## src/rtl/track_width_pkg.sv

```systemverilog
// Data widths and vector types of the correlator envelope datapath.
`default_nettype none

package track_width_pkg;

   // One signed correlator accumulation.
   localparam int ACC_WIDTH = 19;

   // Absolute value of an accumulation, saturated at the top.
   localparam int MAG_WIDTH = ACC_WIDTH - 1;

   // Sum of the squares of two magnitudes.
   localparam int ENERGY_WIDTH = 2 * MAG_WIDTH + 1;

   // Square root of the energy, taken over an even number of bits.
   localparam int ENV_WIDTH = (ENERGY_WIDTH + 1) / 2;

   localparam int TAG_WIDTH = 2;

   // Tag, then early, prompt and late I/Q.
   localparam int ACC_SET_WIDTH = TAG_WIDTH + 6 * ACC_WIDTH;

   typedef logic signed [ACC_WIDTH-1:0] acc_t;
   typedef logic [MAG_WIDTH-1:0]        mag_t;
   typedef logic [ENERGY_WIDTH-1:0]     energy_t;
   typedef logic [ENV_WIDTH-1:0]        env_t;
   typedef logic [TAG_WIDTH-1:0]        tag_t;

endpackage

`default_nettype wire

```

## src/rtl/track_ctrl_pkg.sv

```systemverilog
// Sequencing constants and state types of the tracking update.
`default_nettype none

package track_ctrl_pkg;

   // Accumulation sets waiting for an update.
   localparam int FIFO_DEPTH = 4;

   // Early, prompt and late.
   localparam int SUBCH_COUNT = 3;

   // One result bit per iteration.
   localparam int ROOT_ITERS = track_width_pkg::ENV_WIDTH;

   typedef enum logic [1:0] {
      IDLE,
      ISSUE,
      DRAIN,
      ROOT
   } seq_state_t;

   // 0 is early, 1 is prompt, 2 is late.
   typedef logic [1:0] subch_t;

endpackage

`default_nettype wire

```

## src/rtl/acc_fifo.sv

```systemverilog
// Show-ahead FIFO of tagged accumulation sets with an overflow pulse.
`timescale 1ns/1ps
`default_nettype none

module acc_fifo (
   input  wire                                         i_arst_n,
   input  wire                                         clk,
   input  wire                                         i_push,
   input  wire  [track_width_pkg::ACC_SET_WIDTH-1:0]   i_data,
   input  wire                                         i_pop,
   output logic [track_width_pkg::ACC_SET_WIDTH-1:0]   o_head,
   output logic                                        o_empty,
   output logic                                        o_overflow
);
   import track_width_pkg::*;
   import track_ctrl_pkg::*;

   logic [ACC_SET_WIDTH-1:0]        mem [FIFO_DEPTH];
   logic [$clog2(FIFO_DEPTH)-1:0]   wr_ptr;
   logic [$clog2(FIFO_DEPTH)-1:0]   rd_ptr;
   logic [$clog2(FIFO_DEPTH+1)-1:0] count;
   logic                            full;
   logic                            do_push;
   logic                            do_pop;

   assign full    = (count == FIFO_DEPTH);
   assign o_empty = (count == '0);

   // A pop in the same cycle frees the slot for a push on a full FIFO.
   assign do_push = i_push && (!full || i_pop);
   assign do_pop  = i_pop && !o_empty;

   // Head is read without latency.
   assign o_head = mem[rd_ptr];

   //////////////////////////////
   // Pointers and fill level
   //////////////////////////////

   // Depth is a power of two, so the pointers wrap by themselves.
   always_ff @(posedge clk or negedge i_arst_n) begin
      if (!i_arst_n) begin
         wr_ptr     <= '0;
         rd_ptr     <= '0;
         count      <= '0;
         o_overflow <= 1'b0;
      end else begin
         if (do_push) begin
            wr_ptr <= wr_ptr + 1'b1;
         end
         if (do_pop) begin
            rd_ptr <= rd_ptr + 1'b1;
         end
         case ({do_push, do_pop})
            2'b10:   count <= count + 1'b1;
            2'b01:   count <= count - 1'b1;
            default: count <= count;
         endcase
         // Set is lost.
         o_overflow <= i_push && full && !i_pop;
      end
   end

   always_ff @(posedge clk) begin
      if (do_push) begin
         mem[wr_ptr] <= i_data;
      end
   end

   // The sequencer only pops a set it has issued from the head.
   a_no_pop_empty: assert property (@(posedge clk) disable iff (!i_arst_n)
      i_pop |-> !o_empty)
      else $error("acc_fifo: pop while empty");

endmodule

`default_nettype wire

```

## src/rtl/update_sequencer.sv

```systemverilog
// FSM that runs one tracking update at a time over the three subchannels.
`timescale 1ns/1ps
`default_nettype none

module update_sequencer (
   input  wire                     clk,
   input  wire                     i_arst_n,
   input  wire                     i_fifo_empty,
   input  wire                     i_energy_done,
   input  wire                     i_root_last,
   output logic                    o_pop,
   output logic                    o_issue,
   output track_ctrl_pkg::subch_t  o_subch,
   output logic                    o_capture_tag,
   output logic                    o_root_start,
   output logic                    o_env_valid
);
   import track_ctrl_pkg::*;

   seq_state_t state;
   seq_state_t state_nxt;
   subch_t     subch;
   logic       last_subch;

   assign last_subch = (subch == subch_t'(SUBCH_COUNT - 1));

   always_comb begin
      state_nxt = state;
      case (state)
         IDLE: begin
            if (!i_fifo_empty) begin
               state_nxt = ISSUE;
            end
         end
         ISSUE: begin
            if (last_subch) begin
               state_nxt = DRAIN;
            end
         end
         DRAIN: begin
            if (i_energy_done) begin
               state_nxt = ROOT;
            end
         end
         default: begin
            if (i_root_last) begin
               state_nxt = IDLE;
            end
         end
      endcase
   end

   // Subchannel counter wraps back to early after the late issue.
   always_ff @(posedge clk or negedge i_arst_n) begin
      if (!i_arst_n) begin
         state       <= IDLE;
         subch       <= '0;
         o_env_valid <= 1'b0;
      end else begin
         state       <= state_nxt;
         o_env_valid <= (state == ROOT) && i_root_last;
         if (state == ISSUE) begin
            subch <= last_subch ? '0 : subch + 1'b1;
         end
      end
   end

   assign o_issue       = (state == ISSUE);
   assign o_subch       = subch;
   assign o_capture_tag = o_issue && (subch == '0);
   // Set leaves the FIFO with its last subchannel.
   assign o_pop         = o_issue && last_subch;
   assign o_root_start  = (state == DRAIN) && i_energy_done;

   // Every issue reads the FIFO head, so a set must be waiting there.
   a_issue_head: assert property (@(posedge clk) disable iff (!i_arst_n)
      o_issue |-> !i_fifo_empty)
      else $error("update_sequencer: issue without a set at the head");

endmodule

`default_nettype wire

```

## src/rtl/root_iter_timer.sv

```systemverilog
// Counter that paces the square root iterations and flags the last one.
`timescale 1ns/1ps
`default_nettype none

module root_iter_timer (
   input  wire  clk,
   input  wire  i_arst_n,
   input  wire  i_start,
   output logic o_step,
   output logic o_last
);
   import track_ctrl_pkg::*;

   typedef logic [$clog2(ROOT_ITERS+1)-1:0] iter_cnt_t;

   iter_cnt_t count;

   // Counts down the iterations that remain.
   always_ff @(posedge clk or negedge i_arst_n) begin
      if (!i_arst_n) begin
         count <= '0;
      end else if (i_start) begin
         count <= iter_cnt_t'(ROOT_ITERS);
      end else if (count != '0) begin
         count <= count - 1'b1;
      end
   end

   assign o_step = (count != '0);
   assign o_last = (count == iter_cnt_t'(1));

   // The sequencer waits for o_last before it can start again.
   a_start_idle: assert property (@(posedge clk) disable iff (!i_arst_n)
      i_start |-> !o_step)
      else $error("root_iter_timer: start while iterating");

endmodule

`default_nettype wire

```

## src/rtl/energy_pipe.sv

```systemverilog
// Subchannel select, magnitudes, squares and I2+Q2 capture per subchannel.
`timescale 1ns/1ps
`default_nettype none

module energy_pipe (
   input  wire                                         clk,
   input  wire                                         i_arst_n,
   input  wire  [track_width_pkg::ACC_SET_WIDTH-1:0]   i_head,
   input  wire                                         i_issue,
   input  wire  track_ctrl_pkg::subch_t                i_subch,
   input  wire                                         i_capture_tag,
   output track_width_pkg::energy_t                    o_energy_early,
   output track_width_pkg::energy_t                    o_energy_prompt,
   output track_width_pkg::energy_t                    o_energy_late,
   output track_width_pkg::tag_t                       o_tag,
   output logic                                        o_energy_done
);
   import track_width_pkg::*;
   import track_ctrl_pkg::*;

   acc_t    i_sel;
   acc_t    q_sel;
   mag_t    i_mag;
   mag_t    q_mag;
   energy_t i_sq;
   energy_t q_sq;
   logic    sq_valid;
   subch_t  sq_subch;
   energy_t sum;
   logic    sum_valid;
   subch_t  sum_subch;

   // Absolute value. Only the most negative input needs the saturation.
   function automatic mag_t abs_sat(acc_t value);
      logic [ACC_WIDTH-1:0] pos;
      pos = value[ACC_WIDTH-1] ? -value : value;
      return pos[ACC_WIDTH-1] ? {MAG_WIDTH{1'b1}} : pos[MAG_WIDTH-1:0];
   endfunction

   // Head fields from the top: tag, then early, prompt, late as I then Q.
   always_comb begin
      case (i_subch)
         2'd0: begin
            i_sel = i_head[5*ACC_WIDTH +: ACC_WIDTH];
            q_sel = i_head[4*ACC_WIDTH +: ACC_WIDTH];
         end
         2'd1: begin
            i_sel = i_head[3*ACC_WIDTH +: ACC_WIDTH];
            q_sel = i_head[2*ACC_WIDTH +: ACC_WIDTH];
         end
         default: begin
            i_sel = i_head[ACC_WIDTH +: ACC_WIDTH];
            q_sel = i_head[0 +: ACC_WIDTH];
         end
      endcase
   end

   assign i_mag = abs_sat(i_sel);
   assign q_mag = abs_sat(q_sel);

   //////////////////////////////
   // Pipeline control
   //////////////////////////////

   always_ff @(posedge clk or negedge i_arst_n) begin
      if (!i_arst_n) begin
         sq_valid      <= 1'b0;
         sum_valid     <= 1'b0;
         o_energy_done <= 1'b0;
      end else begin
         sq_valid      <= i_issue;
         sum_valid     <= sq_valid;
         o_energy_done <= sum_valid && (sum_subch == subch_t'(SUBCH_COUNT - 1));
      end
   end

   //////////////////////////////
   // Datapath
   //////////////////////////////

   always_ff @(posedge clk) begin
      if (i_issue) begin
         i_sq     <= energy_t'(i_mag) * energy_t'(i_mag);
         q_sq     <= energy_t'(q_mag) * energy_t'(q_mag);
         sq_subch <= i_subch;
      end
      if (sq_valid) begin
         sum       <= i_sq + q_sq;
         sum_subch <= sq_subch;
      end
      if (sum_valid) begin
         case (sum_subch)
            2'd0:    o_energy_early  <= sum;
            2'd1:    o_energy_prompt <= sum;
            default: o_energy_late   <= sum;
         endcase
      end
      // Tag holds until the next update.
      if (i_capture_tag) begin
         o_tag <= i_head[ACC_SET_WIDTH-1 -: TAG_WIDTH];
      end
   end

endmodule

`default_nettype wire

```

## src/rtl/envelope_root.sv

```systemverilog
// One lane of the restoring integer square root, one result bit per step.
`timescale 1ns/1ps
`default_nettype none

module envelope_root (
   input  wire                       clk,
   input  wire                       i_arst_n,
   input  wire                       i_load,
   input  wire                       i_step,
   input  wire                       [track_width_pkg::ENERGY_WIDTH-1:0] i_energy,
   output track_width_pkg::env_t     o_root
);
   import track_width_pkg::*;

   logic [2*ENV_WIDTH-1:0] radicand;
   logic [ENV_WIDTH-1:0]   rem;
   env_t                   root;
   logic [ENV_WIDTH+1:0]   rem_shift;
   logic [ENV_WIDTH+1:0]   trial;
   logic [ENV_WIDTH+1:0]   rem_diff;
   logic                   fits;

   // Bring down the next two radicand bits.
   assign rem_shift = {rem, radicand[2*ENV_WIDTH-1 -: 2]};
   // Trial subtrahend is 4q+1.
   assign trial     = {root, 2'b01};
   assign fits      = (rem_shift >= trial);
   assign rem_diff  = rem_shift - trial;

   // Radicand shifts out two bits per step.
   always_ff @(posedge clk) begin
      if (i_load) begin
         radicand <= {{(2*ENV_WIDTH-ENERGY_WIDTH){1'b0}}, i_energy};
      end else if (i_step) begin
         radicand <= {radicand[2*ENV_WIDTH-3:0], 2'b00};
      end
   end

   //////////////////////////////
   // Remainder and root
   //////////////////////////////

   // Remainder stays at or below twice the partial root, so it fits
   // in ENV_WIDTH bits up to the last step.
   always_ff @(posedge clk or negedge i_arst_n) begin
      if (!i_arst_n) begin
         rem  <= '0;
         root <= '0;
      end else if (i_load) begin
         rem  <= '0;
         root <= '0;
      end else if (i_step) begin
         if (fits) begin
            rem  <= rem_diff[ENV_WIDTH-1:0];
            root <= {root[ENV_WIDTH-2:0], 1'b1};
         end else begin
            rem  <= rem_shift[ENV_WIDTH-1:0];
            root <= {root[ENV_WIDTH-2:0], 1'b0};
         end
      end
   end

   assign o_root = root;

endmodule

`default_nettype wire

```

## src/rtl/correlator_envelope.sv

```systemverilog
// Top level of the envelope front end: FIFO, sequencer, timer, energy pipe, roots.
`timescale 1ns/1ps
`default_nettype none

module correlator_envelope (
   input  wire                          clk,
   input  wire                          i_arst_n,
   input  wire                          i_acc_valid,
   input  wire  track_width_pkg::tag_t  i_acc_tag,
   input  wire  track_width_pkg::acc_t  i_i_early,
   input  wire  track_width_pkg::acc_t  i_q_early,
   input  wire  track_width_pkg::acc_t  i_i_prompt,
   input  wire  track_width_pkg::acc_t  i_q_prompt,
   input  wire  track_width_pkg::acc_t  i_i_late,
   input  wire  track_width_pkg::acc_t  i_q_late,
   output logic                         o_env_valid,
   output track_width_pkg::tag_t        o_env_tag,
   output track_width_pkg::env_t        o_env_early,
   output track_width_pkg::env_t        o_env_prompt,
   output track_width_pkg::env_t        o_env_late,
   output logic                         o_acc_overflow
);
   import track_width_pkg::*;
   import track_ctrl_pkg::*;

   logic [ACC_SET_WIDTH-1:0] head;
   logic                     fifo_empty;
   logic                     pop;
   logic                     issue;
   subch_t                   subch;
   logic                     capture_tag;
   logic                     energy_done;
   logic                     root_start;
   logic                     step;
   logic                     last;
   energy_t                  energy_early;
   energy_t                  energy_prompt;
   energy_t                  energy_late;

   // Fixed field order: tag, then early, prompt, late as I then Q.
   acc_fifo u_fifo (
      .i_arst_n   (i_arst_n),
      .clk        (clk),
      .i_push     (i_acc_valid),
      .i_data     ({i_acc_tag, i_i_early, i_q_early, i_i_prompt, i_q_prompt,
                    i_i_late, i_q_late}),
      .i_pop      (pop),
      .o_head     (head),
      .o_empty    (fifo_empty),
      .o_overflow (o_acc_overflow)
   );

   update_sequencer u_seq (
      .clk           (clk),
      .i_arst_n      (i_arst_n),
      .i_fifo_empty  (fifo_empty),
      .i_energy_done (energy_done),
      .i_root_last   (last),
      .o_pop         (pop),
      .o_issue       (issue),
      .o_subch       (subch),
      .o_capture_tag (capture_tag),
      .o_root_start  (root_start),
      .o_env_valid   (o_env_valid)
   );

   root_iter_timer u_timer (
      .clk      (clk),
      .i_arst_n (i_arst_n),
      .i_start  (root_start),
      .o_step   (step),
      .o_last   (last)
   );

   energy_pipe u_energy (
      .clk             (clk),
      .i_arst_n        (i_arst_n),
      .i_head          (head),
      .i_issue         (issue),
      .i_subch         (subch),
      .i_capture_tag   (capture_tag),
      .o_energy_early  (energy_early),
      .o_energy_prompt (energy_prompt),
      .o_energy_late   (energy_late),
      .o_tag           (o_env_tag),
      .o_energy_done   (energy_done)
   );

   // The three lanes run in lock step off the shared timer.
   envelope_root root_early (
      .clk (clk), .i_arst_n (i_arst_n), .i_load (root_start), .i_step (step),
      .i_energy (energy_early), .o_root (o_env_early)
   );

   envelope_root root_prompt (
      .clk (clk), .i_arst_n (i_arst_n), .i_load (root_start), .i_step (step),
      .i_energy (energy_prompt), .o_root (o_env_prompt)
   );

   envelope_root root_late (
      .clk (clk), .i_arst_n (i_arst_n), .i_load (root_start), .i_step (step),
      .i_energy (energy_late), .o_root (o_env_late)
   );

endmodule

`default_nettype wire

```

## config.mk

```make
export PLATFORM = sky130hd
export DESIGN_NAME = correlator_envelope
export DESIGN_NICKNAME = d
export VERILOG_FILES = /design/src/rtl/track_width_pkg.sv /design/src/rtl/track_ctrl_pkg.sv /design/src/rtl/acc_fifo.sv /design/src/rtl/update_sequencer.sv /design/src/rtl/root_iter_timer.sv /design/src/rtl/energy_pipe.sv /design/src/rtl/envelope_root.sv /design/src/rtl/correlator_envelope.sv
export SDC_FILE = /design/constraint.sdc
export NUM_CORES = 2
export LEC_CHECK = 0
export BUFFER_PORTS_ARGS = -buffer_cell sky130_fd_sc_hd__buf_2
export CORE_UTILIZATION = 50
export CTS_BUF_LIST = sky130_fd_sc_hd__clkbuf_8
export DETAILED_ROUTE_END_ITERATION = 6
export PLACE_DENSITY_LB_ADDON = 0.05
export SETUP_SLACK_MARGIN = 0.1
export SYNTH_ARGS = -nofsm -noshare
export SYNTH_HDL_FRONTEND = slang
export SYNTH_SLANG_ARGS = --single-unit
```

## constraint.sdc

```tcl
create_clock -name clk -period 11.8 [get_ports clk]
set_input_delay 3.54 -clock clk [delete_from_list [all_inputs] [get_ports clk]]
set_output_delay 3.54 -clock clk [all_outputs]
set_load 0.05 [all_outputs]
```

# --- After elaboration in Yosys (flattened, before gate mapping) ---
# Memory sizes are Yosys's and may differ from the RTL's.
# Index checks and enable logic that the tools add are counted.
word_totals:
  in_bits: 119
  memories: 1
  output_inout_bits: 61
  elab_cells: 132
  regBits: 475
  ram_bits: 464
op_classes:
  add_sub_neg: 12
  mux: 41
  mul: 2
  n_reduce_logical: 26
  n_bitwise: 1
  eq_ne: 14
  n_lt_le_gt_ge: 3
mem_list:
  columns: ["memory", "words", "width", "rd", "rd_clocked_by_memory_dff", "wr", "line_no", "rtl"]
  rows:
  - ["u_fifo.mem", 4, 116, 1, 0, 1, "acc_fifo.sv:18", "logic [ACC_SET_WIDTH-1:0] mem [FIFO_DEPTH];"]
op_table:
  columns: ["cell", "n"]
  rows:
  - ["$mux W19", 17]
  - ["$mux W37", 6]
  - ["$pmux W19 S2", 2]
  - ["$mul A18 B18 Y36", 2]
  - ["$ge A21 B21 Y1", 3]
  - ["$sub A19 B19 Y19", 3]
  - ["$neg A19 Y19", 2]
  - ["$add A36 B36 Y37", 1]
  - ["$mux W18", 2]
  - ["$eq A2 B2 Y1 const B", 5]
  - ["$mux W2", 5]
  - ["$mux W5", 2]
  - ["$logic_and A1 B1 Y1", 9]
  - ["$eq A2 B1 Y1 const B", 4]
  - ["$add A2 B1 Y2 const B", 3]
  - ["$logic_not A2 Y1", 3]
  - ["$pmux W2 S3", 1]
  - ["$pmux W3 S2", 1]
  - ["$reduce_and A2 Y1", 3]
  - ["$eq A5 B1 Y1 const B", 1]
  - ["$mux W1", 5]
  - ["$reduce_bool A5 Y1", 1]
  - ["$sub A5 B1 Y5 const B", 1]
  - ["$ne A2 B2 Y1 const B", 2]
  - ["12 further kinds", 15]

# --- Depth between registers and ports, before layout ---
logic_depth:
  ltp_word: 6
  mapped_depth: 43

# --- Cells and area by module ---
# From an unflattened synthesis, not the netlist that was laid out.
unflattened:
  cells_unflattened: 4607
  hier_area_um2: 58867.7
by_module_without_submodules:
  columns: ["module", "area_each_um2", "instances", "seq_area_each_um2", "cells_each"]
  rows:
  - ["energy_pipe", 28108.2, 1, 6801.5, 2753]
  - ["acc_fifo", 17151.4, 1, 14133.6, 645]
  - ["envelope_root", 4331.7, 3, 2082.0, 384]
  - ["update_sequencer", 326.6, 1, 125.1, 30]
  - ["root_iter_timer", 286.5, 1, 125.1, 27]

# --- Worst setup path after synthesis ---
# No wires, ideal clock.
synth_timing:
  path_kind: "register to register"
  from: "register u_fifo.rd_ptr[0]"
  to: "register u_energy.i_sq[34], data pin"
  setup_ps: 263
  synth_period_minus_slack_ps: 9767
  required_time_ps: 11537
  arrival_time_ps: 9504
  slack_ps: 2033
  stages_incl_launch_ff: 43
  n_path_buf: 8
  cell_sequence: "dfrtp_1 buf_6 buf_6 buf_6 buf_6 buf_6 buf_2 mux4_2 a22oi_1 nand2_1 inv_1 ha_1 nand4_1 or3_1 nor2_2 nand4_2 and2_1 buf_2 [... 7 more ...] fa_1 fa_1 inv_1 fa_1 inv_1 fa_1 inv_1 ha_1 a21oi_1 o21a_1 a221oi_1 nor3b_1 o31a_1 o21ai_0 o41a_1 a31o_2 a311oi_1 xnor2_1"
synth_via:
  elab_chain_len: 6
synth_rtl:
  columns: ["element", "line_no", "rtl"]
  rows:
  - ["from (decl)", "acc_fifo.sv:20", "logic [$clog2(FIFO_DEPTH)-1:0] rd_ptr;"]
  - ["from (signal assigned)", "acc_fifo.sv:52", "rd_ptr <= rd_ptr + 1'b1;"]
  - ["$mem_v2 Z4 W116 (*)", null, null]
  - ["$pmux W19 S2 (*)", "energy_pipe.sv:42", "case (i_subch)"]
  - ["$neg A19 Y19", "energy_pipe.sv:36", "pos = value[ACC_WIDTH-1] ? -value : value;"]
  - ["$mux W19 (*)", "energy_pipe.sv:36", null]
  - ["$mux W18 (*)", "energy_pipe.sv:37", "return pos[ACC_WIDTH-1] ? {MAG_WIDTH{1'b1}} : pos[MAG_WIDTH-1:0];"]
  - ["$mul A18 B18 Y36 (*)", "energy_pipe.sv:83", "i_sq <= energy_t'(i_mag) * energy_t'(i_mag);"]
  - ["to (signal assigned)", "energy_pipe.sv:83", null]
  - ["to (decl)", "energy_pipe.sv:25", "energy_t i_sq;"]
# Mark *: on every way between the ends. The rest lies on a longest branch, timed or not.
# A chain may end at the register's enable or synchronous reset.

# --- Worst setup path after layout ---
layout_timing:
  from: "register u_fifo.rd_ptr[0]"
  to: "register u_energy.q_sq[35], data pin"
layout_via:
  elab_chain_len: 6
layout_rtl:
  columns: ["element", "line_no", "rtl"]
  rows:
  - ["$mem_v2 Z4 W116 (*)", null, null]
  - ["$pmux W19 S2 (*)", "energy_pipe.sv:42", null]
  - ["$neg A19 Y19", "energy_pipe.sv:36", null]
  - ["$mux W19 (*)", "energy_pipe.sv:36", null]
  - ["$mux W18 (*)", "energy_pipe.sv:37", null]
  - ["$mul A18 B18 Y36 (*)", "energy_pipe.sv:84", "q_sq <= energy_t'(q_mag) * energy_t'(q_mag);"]
  - ["to (signal assigned)", "energy_pipe.sv:84", null]
  - ["to (decl)", "energy_pipe.sv:26", "energy_t q_sq;"]
# Marked as above.

==> results by group <==
Cells and area
  • Layout Utilization: 0.552
  • Share of post-route cells with drive strength above 1: 0.127
  • Nets: a little under 6000
  • Cell Count, Final, Fillers Out: approximately 6700
  • Area Overhead vs Synth: 9.51%

Synth
  • Cell count after synthesis: 4802
  • Synthesis-stage register bit count: around 940
  • Largest cells by area after synthesis: edfxtp_1 42%, fa_1 15%, ha_1 7.1%
  • Yosys top cell by area: edfxtp_1
  • Asr flop ratio synth: 0.144
  • Sequential share of the synthesized area: 0.475
  • Ys flop type: edfxtp_1
  • Most instantiated cells after synthesis: 799 x edfxtp_1, 773 x nand2_1, 698 x inv_1
  • Yosys cell types: 84
  • Netlist Area Pre-Place: 0.0578 mm2
  • Synth Warn #: 0
  • Synth top area share: 0.415
  • Syn_area_per_cell: 12.0 um2
  • EDFF count, synth: about 800
  • Count leader, synth: edfxtp_1
  • Net Count, Synth: 5682

Critical path
  • CP endpoint kind: flip-flop
  • WP data arrival: 11.46 ns
  • Slowest cell on the critical path: or3_1
  • Critical path type: reg -> reg
  • Delay of the slowest critical-path stage: 0.82 ns
  • Worst setup SP type: flip-flop
  • Crit-path max FO: 31
  • Worst reg-to-reg path cell count: 32
  • Critical Path RT: roughly 12 ns

Run status
  • Status: finished, violations left
  • Failing checks: design-rule violations

Floorplanning
  • Die Area: about 0.12 mm2
  • Top Ports: 180
  • Die Height: around 340 um
  • Die span in x: between 300 and 400 um
  • Starting Density: 0.505
  • Core footprint: 0.115 mm2
  • # rows: about 120

STA
  • Final slew viol count: 0
  • Final Hold Viols: 0
  • Clock skew: between 0.05 and 0.06 ns
  • Fin crit period: roughly 11 ns
  • Worst-Margin Slew: around 1.3 ns
  • Final period util: 0.924
  • Fmax: ~92 MHz
  • Setup TNS Final: 0 ns
  • Worst hold slack: 0.473 ns
  • Setup repair after global routing missed its margin: no
  • Relative slew slack: 0.143
  • Setup violators final: 0

Clock network
  • Worst-Skew Late Latency: ~0.86 ns
  • Root Buffer: clkbuf_8
  • Hold_buf cts: 0
  • Total CTS buffers: about 160
  • Clock-pin transition on the worst setup and hold timing paths: about 0.060 ns
  • H-tree lvl count: 4
  • Sink Count: around 940
  • Clock buffer depth: 3
  • CTS tree: done

Place
  • Gp weighted congestion: approximately 0.87
  • Placed cell count: ~6400
  • I/O Buffers: about 180
  • Final HPWL DP: about 90000 um

GRT
  • Gr usage total: 0.222
  • Largest net degree at the start of global routing: approximately 110
  • Antenna violations before repair: 18
  • First-pass GRT wire length: between 200000 and 250000 um
  • Number of global-route vias before repair: approximately 37000
  • GRT overflow: 0

Drt
  • Initial DRC Count: just under 2000
  • WL final: 126000 um
  • Post-route ant nets: 0
  • Wire length per cell: 18.9 um
  • Vias after detailed routing: 35200
  • Drt drc: 28
  • Drt pass-1 iters: 7
  • Via density per instance: between 5 and 6

Worst hold path
  • Hold path depth: 0
  • Min-Delay Path Class: reg -> reg

Run
  • Max-cap violation count: 0
==> kinds of logic after synthesis <==
group,Yosys count,share of synthesized area
buffers and inverters,889,0.0612
AND/OR/NAND/NOR,1263,0.0934
multiplexers,210,0.0621
adder cells (fa/ha/maj),761,0.221
AO/OA/AOI/OAI,572,0.0611
XOR/XNOR,170,0.0260
flip-flops,937,0.475
==> layout make-up <==
class	instances	area, um2
clock buffers	171	2350
inverters	727	2740
diodes	7	17.5
flip-flops and latches	937	27400
fillers	9889	51200
clock inverters	110	619
repair buffers	232	1330
well taps	1512	1890
multi-input cells	2976	26900
==> flip-flops by register name, summed over array words and instances, names as in the netlist, 37 cells and up <==
name                      cells
root_prompt.radicand         38
u_energy.sum                 37
root_late.radicand           38
u_energy.o_energy_late       37
root_early.radicand          38
u_energy.o_energy_early      37
u_energy.o_energy_prompt     37
u_fifo.mem                  464
==> cell usage in the layout, fill, tap and decap left out, types with 42 or more instances in the layout <==
cell,Yosys,routed
ha_1,326,325
inv_1,698,752
xor2_1,43,43
nand3_1,42,42
clkbuf_8,0,171
mux2i_1,68,68
nand2_1,773,770
xnor2_1,126,126
buf_2,36,178
and2_1,52,45
mux4_2,116,116
buf_4,9,51
nor2_1,219,219
fa_1,435,435
edfxtp_1,799,799
a21o_1,59,59
dfrtp_1,135,130
o21ai_0,138,137
a21oi_1,194,194
==> layer usage <==
layer  routed length (um)  vias up  track usage  share of wire
met5                  146        -            0         0.0012
met4                 2780       24       0.0646          0.022
met3                 5520      212       0.0381          0.044
met2                63400      729        0.387           0.50
met1                54100    17500        0.283           0.43
li1                     -    16700            -              -
==> per-stage QoR <==
step	setup slack, ns	cell area, um2
finish	0.899	63300
global route	0.153	63200
CTS	0.758	63200
detailed placement	0.808	60300
global placement	0.940	60300
floorplan	2.03	57800
==> worst max-delay path: cells and delay by family, from the launching register on <==
kind            cells  cell delay [ns]
simple gates        8             2.89
buf+inv             8             0.78
flops               1             0.73
mux                 3             1.18
xor+xnor            1             0.29
fa+ha+maj           7             3.40
compound gates      5             1.29
==> final timing paths <==
path,startpoint,endpoint,slack (ns)
max,u_fifo.rd_ptr[0],u_energy.q_sq[35],0.90
min,u_energy.sum[19],u_energy.o_energy_early[19],0.47
max reg2reg,u_fifo.rd_ptr[0],u_energy.q_sq[35],0.90
min reg2reg,u_energy.sum[19],u_energy.o_energy_early[19],0.47
max in group asynchronous,i_arst_n,root_late.rem[16],7.69
min in group asynchronous,i_arst_n,root_prompt.o_root[13],2.68
==> repair_timing <==
action                     CTS  global route
buffers inserted             0             0
gates resized for setup      0             1
setup endpoints to repair    0             1
Power is left out: the tool's default activity adds up to more than one toggle a clock period on the data nets, which glitch-free logic cannot reach.
